[src/hdl/atomicPkg.sv]
////////////////////
// Atomic memory package
// Word width, address size, memory depth
// and the RISC-V request codes shared by the
// AMO datapath and the LR/SC tracker
////////////////////

`default_nettype none

package atomicPkg;

  ////////////////////
  // Sizes
  ////////////////////
  localparam int xlen     = 32;  // Data word width
  localparam int paBits   = 8;   // Byte address width
  localparam int memWords = 64;  // Word index is adr[7:2]

  ////////////////////
  // AMO operation codes
  ////////////////////
  // Taken from funct7[6:2]
  localparam logic [4:0] amoAdd  = 5'b00000;
  localparam logic [4:0] amoSwap = 5'b00001;
  localparam logic [4:0] amoXor  = 5'b00100;
  localparam logic [4:0] amoOr   = 5'b01000;
  localparam logic [4:0] amoAnd  = 5'b01100;
  localparam logic [4:0] amoMin  = 5'b10000;  // Signed
  localparam logic [4:0] amoMax  = 5'b10100;  // Signed
  localparam logic [4:0] amoMinu = 5'b11000;
  localparam logic [4:0] amoMaxu = 5'b11100;

  ////////////////////
  // Read/write codes
  ////////////////////
  localparam logic [1:0] rwNone  = 2'b00;
  localparam logic [1:0] rwWrite = 2'b01;
  localparam logic [1:0] rwRead  = 2'b10;
  localparam logic [1:0] rwAmo   = 2'b11;  // Read-modify-write

  // Atomic codes, bit 1 picks the AMO result as write data
  localparam logic [1:0] atomNone = 2'b00;
  localparam logic [1:0] atomLrsc = 2'b01;
  localparam logic [1:0] atomAmo  = 2'b10;

endpackage

`default_nettype wire

[src/hdl/amoAlu.sv]
////////////////////
// AMO arithmetic unit
// Combinational new-word generator for RISC-V
// AMOs, covering swap, add, logic ops and the
// signed and unsigned min/max
////////////////////

`timescale 1ns/1ps
`default_nettype none

module amoAlu (
  input  logic [atomicPkg::xlen-1:0] srcA,   // Old memory word
  input  logic [atomicPkg::xlen-1:0] srcB,   // Register operand
  input  logic [6:0]                 funct,  // funct7, aq/rl bits ignored
  output logic [atomicPkg::xlen-1:0] result  // Word to store back
);

  logic [4:0]                 amoOp;      // funct7[6:2]
  logic [atomicPkg::xlen-1:0] sum;
  logic                       ltSigned;   // srcA < srcB, two's complement
  logic                       ltUnsigned; // srcA < srcB, magnitude
  logic [atomicPkg::xlen-1:0] minS;
  logic [atomicPkg::xlen-1:0] maxS;
  logic [atomicPkg::xlen-1:0] minU;
  logic [atomicPkg::xlen-1:0] maxU;

  assign amoOp = funct[6:2];

  ////////////////////
  // Shared arithmetic
  ////////////////////
  assign sum = srcA + srcB;  // Carry out dropped

  // One comparator each way
  assign ltSigned   = $signed(srcA) < $signed(srcB);
  assign ltUnsigned = srcA < srcB;

  assign minS = ltSigned   ? srcA : srcB;
  assign maxS = ltSigned   ? srcB : srcA;
  assign minU = ltUnsigned ? srcA : srcB;
  assign maxU = ltUnsigned ? srcB : srcA;

  ////////////////////
  // Operation select
  ////////////////////
  always_comb begin
    case (amoOp)
      atomicPkg::amoSwap: begin
        result = srcB;           // Plain exchange
      end
      atomicPkg::amoAdd: begin
        result = sum;
      end
      atomicPkg::amoXor: begin
        result = srcA ^ srcB;
      end
      atomicPkg::amoAnd: begin
        result = srcA & srcB;
      end
      atomicPkg::amoOr: begin
        result = srcA | srcB;
      end
      atomicPkg::amoMin: begin
        result = minS;
      end
      atomicPkg::amoMax: begin
        result = maxS;
      end
      atomicPkg::amoMinu: begin
        result = minU;
      end
      atomicPkg::amoMaxu: begin
        result = maxU;
      end
      default: begin
        // Unknown op rewrites the old word, memory keeps its value
        result = srcA;
      end
    endcase
  end

endmodule

`default_nettype wire

[src/hdl/lrscReservation.sv]
////////////////////
// LR/SC reservation tracker
// Holds one word reservation, squashes the write
// of a failing store-conditional and registers
// the failure for writeback
////////////////////

`timescale 1ns/1ps
`default_nettype none

module lrscReservation (
  input  logic                         clk,
  input  logic                         rstN,
  input  logic                         stallW,         // Hold reservation and flag
  input  logic                         memRead,        // Read not ignored
  input  logic [1:0]                   preRw,          // Requested read/write code
  input  logic [1:0]                   atomicOp,       // 01 for LR/SC
  input  logic [atomicPkg::paBits-1:0] adr,            // Byte address
  input  logic                         ignoreRequest,  // Flush or miss
  output logic [1:0]                   lsuRw,          // Gated read/write code
  output logic                         squashScW       // SC failed last cycle
);

  localparam int resBits = atomicPkg::paBits - 2;  // Word address width

  logic               lrReq;     // Load-reserved
  logic               scReq;     // Store-conditional not ignored
  logic               adrMatch;  // Reservation hit
  logic               scFail;
  logic               resValid;
  logic [resBits-1:0] resAdr;    // Reserved word address

  ////////////////////
  // Request decode
  ////////////////////
  assign lrReq = memRead && (atomicOp == atomicPkg::atomLrsc) &&
                 (preRw == atomicPkg::rwRead);
  assign scReq = !ignoreRequest && (atomicOp == atomicPkg::atomLrsc) &&
                 (preRw == atomicPkg::rwWrite);

  assign adrMatch = resValid && (resAdr == adr[atomicPkg::paBits-1:2]);
  assign scFail   = scReq && !adrMatch;

  // No memory access on ignore or failed SC
  assign lsuRw = (ignoreRequest || scFail) ? atomicPkg::rwNone : preRw;

  ////////////////////
  // Reservation state
  ////////////////////
  always_ff @(posedge clk) begin
    if (!rstN) begin
      resValid <= 1'b0;
    end else if (!stallW) begin
      if (lrReq) resValid <= 1'b1;       // New reservation
      else if (scReq) resValid <= 1'b0;  // Any SC consumes it
    end
  end

  // LR loads the reserved word address
  always_ff @(posedge clk) begin
    if (!stallW && lrReq) resAdr <= adr[atomicPkg::paBits-1:2];
  end

  // Failure flag for the writeback stage
  always_ff @(posedge clk) begin
    if (!rstN) squashScW <= 1'b0;
    else if (!stallW) squashScW <= scFail;
  end

  ////////////////////
  // Checks
  ////////////////////
  // Flag rises only after an unstalled SC whose write was dropped
  squashNeedsSc: assert property (@(posedge clk) disable iff (!rstN)
    $rose(squashScW) |-> $past((atomicOp == atomicPkg::atomLrsc) &&
                               (preRw == atomicPkg::rwWrite) &&
                               (lsuRw == atomicPkg::rwNone) && !stallW))
    else $error("squashScW rose without a dropped SC");

  // AMO code on the bus only for an AMO request
  amoCodeOnlyForAmo: assert property (@(posedge clk) disable iff (!rstN)
    (lsuRw == atomicPkg::rwAmo) |-> (atomicOp == atomicPkg::atomAmo))
    else $error("lsuRw is rwAmo without atomAmo");

endmodule

`default_nettype wire

[src/hdl/atomicUnit.sv]
////////////////////
// Atomic unit
// Joins the AMO datapath and the LR/SC tracker,
// picks the memory write data and gates the
// read/write code
////////////////////

`timescale 1ns/1ps
`default_nettype none

module atomicUnit (
  input  logic                         clk,
  input  logic                         rstN,
  input  logic                         stallW,
  input  logic [atomicPkg::xlen-1:0]   readData,       // Old word from memory
  input  logic [atomicPkg::xlen-1:0]   writeData,      // Store or AMO operand
  input  logic [atomicPkg::paBits-1:0] adr,            // Byte address
  input  logic [6:0]                   funct7,         // AMO op in bits 6:2
  input  logic [1:0]                   atomicOp,       // 10 AMO, 01 LR/SC
  input  logic [1:0]                   preRw,          // Requested read/write code
  input  logic                         ignoreRequest,  // Drop this request
  output logic [atomicPkg::xlen-1:0]   memWriteData,   // Store data or AMO result
  output logic                         squashScW,      // SC failed
  output logic [1:0]                   lsuRw           // Gated read/write code
);

  logic [atomicPkg::xlen-1:0] amoResult;
  logic                       memRead;

  ////////////////////
  // AMO datapath
  ////////////////////
  amoAlu alu (
    .srcA   (readData),
    .srcB   (writeData),
    .funct  (funct7),
    .result (amoResult)
  );

  // Atomic bit 1 selects the read-modify-write result
  assign memWriteData = atomicOp[1] ? amoResult : writeData;

  assign memRead = preRw[1] & ~ignoreRequest;  // Live read, LR included

  ////////////////////
  // LR/SC tracking
  ////////////////////
  lrscReservation lrsc (
    .clk,
    .rstN,
    .stallW,
    .memRead,
    .preRw,
    .atomicOp,
    .adr,
    .ignoreRequest,
    .lsuRw,
    .squashScW
  );

  // Both atomic bits set is not a legal request
  atomicCodeLegal: assert property (@(posedge clk) disable iff (!rstN)
    atomicOp != 2'b11)
    else $error("atomicOp is 11");

endmodule

`default_nettype wire

[src/hdl/dataMemory.sv]
////////////////////
// Data memory
// Word-addressed RAM behind the atomic unit,
// combinational read and clocked write
////////////////////

`timescale 1ns/1ps
`default_nettype none

module dataMemory (
  input  logic                         clk,
  input  logic [1:0]                   lsuRw,      // Bit 0 writes
  input  logic [atomicPkg::paBits-1:0] adr,        // Byte address, word aligned
  input  logic [atomicPkg::xlen-1:0]   writeData,  // Word to store
  output logic [atomicPkg::xlen-1:0]   readData    // Current word at adr
);

  localparam int idxBits = atomicPkg::paBits - 2;

  logic [atomicPkg::xlen-1:0] mem [atomicPkg::memWords];
  logic [idxBits-1:0]         wordIdx;  // adr[7:2]

  assign wordIdx = adr[atomicPkg::paBits-1:2];

  ////////////////////
  // Contents
  ////////////////////
  // Starts cleared
  initial begin
    for (int i = 0; i < atomicPkg::memWords; i++) begin
      mem[i] = '0;
    end
  end

  // Old word visible in the request cycle
  assign readData = mem[wordIdx];

  // Store, SC or AMO lands on the edge
  always_ff @(posedge clk) begin
    if (lsuRw[0]) begin
      mem[wordIdx] <= writeData;
    end
  end

  ////////////////////
  // Checks
  ////////////////////
  // Only full words reach the memory
  alignedAccess: assert property (@(posedge clk)
    (lsuRw != atomicPkg::rwNone) |-> (adr[1:0] == 2'b00))
    else $error("misaligned access at %h", adr);

endmodule

`default_nettype wire

[src/hdl/lsuAtomicTop.sv]
////////////////////
// LSU atomic top
// Atomic unit in front of a small data memory,
// so AMOs and SCs become real writes
////////////////////

`timescale 1ns/1ps
`default_nettype none

module lsuAtomicTop (
  input  logic                         clk,
  input  logic                         rstN,
  input  logic [1:0]                   preRw,          // 10 read, 01 write, 11 AMO
  input  logic [1:0]                   atomicOp,       // 10 AMO, 01 LR/SC
  input  logic [6:0]                   funct7,
  input  logic [atomicPkg::paBits-1:0] adr,
  input  logic [atomicPkg::xlen-1:0]   writeData,
  input  logic                         ignoreRequest,
  input  logic                         stallW,
  output logic [atomicPkg::xlen-1:0]   readData,       // Old word, same cycle
  output logic                         squashScW       // Registered SC failure
);

  logic [1:0]                 lsuRw;         // Gated code to memory
  logic [atomicPkg::xlen-1:0] memWriteData;  // Store data or AMO result

  ////////////////////
  // Atomic front end
  ////////////////////
  atomicUnit atomic (
    .clk,
    .rstN,
    .stallW,
    .readData,
    .writeData,
    .adr,
    .funct7,
    .atomicOp,
    .preRw,
    .ignoreRequest,
    .memWriteData,
    .squashScW,
    .lsuRw
  );

  // Backing store
  dataMemory mem (
    .clk,
    .lsuRw,
    .adr,
    .writeData (memWriteData),
    .readData
  );

endmodule

`default_nettype wire

[config.mk]
export PLATFORM = sky130hd
export DESIGN_NAME = lsuAtomicTop
export DESIGN_NICKNAME = d
export VERILOG_FILES = /design/src/hdl/atomicPkg.sv /design/src/hdl/amoAlu.sv /design/src/hdl/lrscReservation.sv /design/src/hdl/atomicUnit.sv /design/src/hdl/dataMemory.sv /design/src/hdl/lsuAtomicTop.sv
export SDC_FILE = /design/constraint.sdc
export NUM_CORES = 2
export LEC_CHECK = 0
export BUFFER_PORTS_ARGS = -buffer_cell sky130_fd_sc_hd__buf_2
export CORE_MARGIN = 2
export CORE_UTILIZATION = 67
export CTS_CLUSTER_DIAMETER = 50
export CTS_CLUSTER_SIZE = 25
export DETAILED_ROUTE_END_ITERATION = 8
export HOLD_SLACK_MARGIN = 0.05
export PLACE_DENSITY = 0.82
export SLEW_MARGIN = 10
export SYNTH_ARGS = -nofsm -noshare
export SYNTH_HDL_FRONTEND = slang
export SYNTH_SLANG_ARGS = --single-unit
[constraint.sdc]
create_clock -name clk -period 26.5 [get_ports clk]
set_input_delay 1.325 -clock clk [delete_from_list [all_inputs] [get_ports clk]]
set_output_delay 1.325 -clock clk [all_outputs]
set_load 0.01 [all_outputs]
==> summary.txt <==
Yosys
  – Post-synthesis instance area: slightly below 0.08 mm²
  – Top_reg_cell synth: sky130_fd_sc_hd__edfxtp_1
  – Fraction of the yosys area taken by sequential cells: between 70 and 80%
  – Share of flip-flops with an asynchronous set or reset after synthesis: 0%
  – Number of nets in the synthesized netlist: 4,778
  – YS warnings: 0
  – Yosys reg bits: 2,056
  – Distinct cell type count of the synthesized netlist: 75
  – Largest cells by area after synthesis: sky130_fd_sc_hd__edfxtp_1 78%, sky130_fd_sc_hd__a22oi_1 6.4%, sky130_fd_sc_hd__a22o_1 2.1%
  – Leading area contributor after synthesis: sky130_fd_sc_hd__edfxtp_1
  – Number of enable flip-flop cells after synthesis: approximately 2,000
  – Number of instances in the synthesized netlist: 4,626
  – Area share of the leading cell type in the synthesized netlist: between 70 and 80%
  – Post-synthesis area per instance: ~17 µm²

GRT
  – First-pass GRT wire length: between 300,000 and 400,000 µm
  – Maximum number of pins on one net before global-route repair: 103
  – Vias in the first global route: 47,300
  – Congestion Overflow GR: 0
  – Aggregate global-route resource usage: between 30% and 40%
  – Number of antenna violations at the first check in global routing: 9

Drt
  – Routed vias/inst: between 7 and 8
  – Total number of vias: about 49,000
  – DR pass1 iterations: 7
  – DRC violation total after the first TritonRoute iteration: 8,620
  – Remaining DRCs: 0
  – Final ANT Viol Nets: 0
  – WL per Instance: 36.2 µm
  – Total detailed-routing wirelength: 229,000 µm

STA
  – Minimum clock period: 9990 ps
  – Final-report setup violation count: 0
  – Worst slack on hold paths: 495 ps
  – Max-slew headroom at the worst pin: 10.5%
  – Slew @ Worst Pin: 1330 ps
  – Final WS setup: 16,510 ps
  – RSZ-0062 raised after global routing: no
  – Total count of max-transition violations in the final report: 0
  – Maximum clock frequency: 0.100 GHz
  – Part of the cycle the worst path needs: 37.7%
  – Largest clock skew in the final design: 61.6 ps
  – Final setup TNS: 0 ps
  – Hold Violations, Final: 0

Clock network
  – Later-pin clock latency in the skew report: 800 ps
  – Post-cts repair resize count: 0
  – Count of buffers added by post-CTS timing repair for setup: 0
  – Buffer levels on the longest clock path: 3
  – # hold bufs at CTS: 0
  – H-tree Lvls: 4
  – Clk sinks: 2,056
  – CTS tree: yes
  – Root buffer cell: sky130_fd_sc_hd__clkbuf_16
  – Reg clk slew, reported paths: about 80 ps
  – TritonCTS Buffers: 134

Die
  – Die width: 348 µm
  – IO Count: 88
  – Std-Cell Core Area: 0.118 mm²
  – Number of rows in the core area: about 130
  – Height of the die: 348 µm
  – Starting density of the core: roughly 67%
  – Die Area: 0.121 mm²

Critical path
  – Startpoint types: primary input
  – Crit. path cell count: 21
  – Worst setup path end: mem.mem[28][28]$_DFFE_PP_
  – Reg-to-Reg End: mem.mem[28][28]$_DFFE_PP_
  – Kind of cell adding the most delay to the critical path: compound AO/OA/AOI/OAI gates
  – Crit-path max FO: 99
  – Worst Path Required: 26,790 ps
  – Crit Reg-Reg Startpoint: mem.mem[58][31]$_DFFE_PP_
  – Worst path most repeated cell: sky130_fd_sc_hd__buf_4
  – Number of buffer and inverter instances along the worst setup path: 6
  – Capturing element type of the critical path: flip-flop
  – Crit path launch: adr[3]
  – Reg-to-reg setup timing slack: roughly 19,000 ps
  – Arrival time of the worst setup path: just over 10,000 ps
  – R2R depth: 18
  – Peak per-stage delay on the critical path: 970 ps
  – Cell-by-cell trace of the critical path: buf_2, buf_4, and3b_4, buf_12, buf_4, buf_4, a22oi_1, a31oi_1, a21oi_1, nand4_1, inv_1, ha_1, nor3_1, a21oi_1, a21boi_0, o41ai_2, a2bb2o_1, nor3_2, and2_1, o221ai_1, a211o_2
  – CP max-delay cell: sky130_fd_sc_hd__and2_1
  – Worst setup path class: primary input to flip-flop

Placement
  – Post-DP HPWL: 122,000 µm
  – Worst slack at placement: 16,050 ps
  – PortBufs: 83
  – Placer congestion estimate: 0.929
  – Cell Area, Placed: 0.0821 mm²
  – Number of placed cells counting well taps: ~6,100

Finish
  – Most used cells in the layout excluding fill and tap cells: 2,054 x sky130_fd_sc_hd__edfxtp_1, 676 x sky130_fd_sc_hd__a22oi_1, 176 x sky130_fd_sc_hd__a22o_1
  – Design area: between 0.08 and 0.09 mm²
  – Synth-to-Final Area Change: 9.80%
  – Ratio of cells with drive above 1 in the final layout: 12.7%
  – Final std cells w/o fill: 6,341
  – Most common cell after layout, fill and taps aside: sky130_fd_sc_hd__edfxtp_1
  – Filler Cell Count: between 6,000 and 7,000
  – Nets: about 4,800

Hold path
  – Worst hold-check path type: flip-flop to flip-flop

Pwr
  – Ratio of total power to cell area: 74.7 mW/mm²
  – Lkg Pwr: 27.2 nW
  – Maximum ir drop on the vdd rail: 0.0599 mV

Run status
  – Outcome: complete, no violations

Job
  – Maximum Capacitance Violations: 0
worst reg2reg max path, stage by stage, from the launching register on:
cell and delay, ps:
sky130_fd_sc_hd__edfxtp_1 360, sky130_fd_sc_hd__mux2_2 270, sky130_fd_sc_hd__a221oi_1 270, sky130_fd_sc_hd__a21oi_1 90
sky130_fd_sc_hd__a221oi_1 240, sky130_fd_sc_hd__nor2_1 70, sky130_fd_sc_hd__nor4_1 720, sky130_fd_sc_hd__nand4_1 690
sky130_fd_sc_hd__inv_1 190, sky130_fd_sc_hd__ha_1 400, sky130_fd_sc_hd__nor4_4 300, sky130_fd_sc_hd__nand4_1 250
sky130_fd_sc_hd__nor4b_2 420, sky130_fd_sc_hd__o41ai_2 260, sky130_fd_sc_hd__and3_1 240, sky130_fd_sc_hd__nor3_2 380
sky130_fd_sc_hd__and2_1 970, sky130_fd_sc_hd__o221ai_1 200, sky130_fd_sc_hd__a211o_2 790
flip-flops by register name, summed over array words and instances (netlist names):
signal / cells
atomic.lrsc.resAdr: 6
atomic.lrsc.resValid: 1
atomic.lrsc.squashScW: 1
mem.mem: 2048
cell usage after synthesis, types with 5 or more instances:
master,instances
sky130_fd_sc_hd__a211oi_1,6
sky130_fd_sc_hd__a21o_1,11
sky130_fd_sc_hd__a21oi_1,140
sky130_fd_sc_hd__a221oi_1,176
sky130_fd_sc_hd__a222oi_1,6
sky130_fd_sc_hd__a22o_1,189
sky130_fd_sc_hd__a22oi_1,677
sky130_fd_sc_hd__a31oi_1,150
sky130_fd_sc_hd__and2_1,10
sky130_fd_sc_hd__and3_1,17
sky130_fd_sc_hd__and4_1,5
sky130_fd_sc_hd__buf_1,67
sky130_fd_sc_hd__buf_2,94
sky130_fd_sc_hd__buf_6,5
sky130_fd_sc_hd__clkbuf_1,136
sky130_fd_sc_hd__edfxtp_1,2054
sky130_fd_sc_hd__ha_1,96
sky130_fd_sc_hd__inv_1,84
sky130_fd_sc_hd__mux2_2,10
sky130_fd_sc_hd__mux2i_1,14
sky130_fd_sc_hd__mux4_2,6
sky130_fd_sc_hd__nand2_1,107
sky130_fd_sc_hd__nand3_1,39
sky130_fd_sc_hd__nand4_1,96
sky130_fd_sc_hd__nor2_1,137
sky130_fd_sc_hd__nor2b_1,10
sky130_fd_sc_hd__nor3_1,21
sky130_fd_sc_hd__nor3b_1,7
sky130_fd_sc_hd__nor4_1,27
sky130_fd_sc_hd__o2111ai_1,5
sky130_fd_sc_hd__o211ai_1,15
sky130_fd_sc_hd__o21a_1,5
sky130_fd_sc_hd__o21ai_0,72
sky130_fd_sc_hd__o221ai_1,5
sky130_fd_sc_hd__o22ai_1,14
sky130_fd_sc_hd__or3_1,8
sky130_fd_sc_hd__xnor2_1,23
sky130_fd_sc_hd__xor2_1,12
power breakdown:
group / internal [mW] / total [mW] / switching [mW] / leakage (nW)
Combinational: 0.136 / 0.539 / 0.403 / 6.25
Sequential: 3.68 / 3.68 / 0.00221 / 18.6
Clock: 1.15 / 2.27 / 1.12 / 2.27
Total: 4.96 / 6.49 / 1.53 / 27.2
worst min-delay path by stage:
stage	endpoint	cells after the start	start
floorplan	atomic.lrsc.resValid$_SDFFE_PN0P_	2	atomic.lrsc.resValid$_SDFFE_PN0P_
finish	atomic.lrsc.resValid$_SDFFE_PN0P_	2	atomic.lrsc.resValid$_SDFFE_PN0P_
CTS	atomic.lrsc.resValid$_SDFFE_PN0P_	2	atomic.lrsc.resValid$_SDFFE_PN0P_
global placement	atomic.lrsc.resValid$_SDFFE_PN0P_	2	atomic.lrsc.resValid$_SDFFE_PN0P_
global route	atomic.lrsc.resValid$_SDFFE_PN0P_	2	atomic.lrsc.resValid$_SDFFE_PN0P_
detailed placement	atomic.lrsc.resValid$_SDFFE_PN0P_	2	atomic.lrsc.resValid$_SDFFE_PN0P_
metrics by stage:
step / util (%) / total power [mW]
final: 73.8 / 6.49
after global placement: 69.8 / 4.25
after CTS: 73.8 / 6.46
after detailed placement: 69.8 / 4.26
after global routing: 73.8 / 6.61
after floorplan: - / 4.07
logic make-up after synthesis:
logic type               synth area share (%)
flip-flops                               78.1
AO/OA/AOI/OAI                            14.0
AND/OR/NAND/NOR                          3.33
buffers and inverters                    2.07
adder cells (fa/ha/maj)                  1.54
XOR/XNOR                                0.453
multiplexers                            0.491
metal layers:
metal  up-vias  track usage [%]  share of wire [%]
li1      19300                -                  -
met1     23800             49.1                 32
met2      4851             57.4                 45
met3       893             12.6                 17
met4        10             19.2                5.9
met5         -            0.160              0.032
final cells by class:
type                            instances  area [µm²]  area share (%)
Sequential cell                      2056       61700            71.1
Multi-Input combinational cell       2180       16500            19.0
Clock buffer                          151        3560            4.11
Tap cell                             1536        1920            2.21
Timing Repair Buffer                  236        1650            1.90
Clock inverter                         94        1140            1.31
Inverter                               84         315           0.363
Antenna cell                            4        10.0          0.0115
No activity file was read; power rests on OpenSTA's default activity.
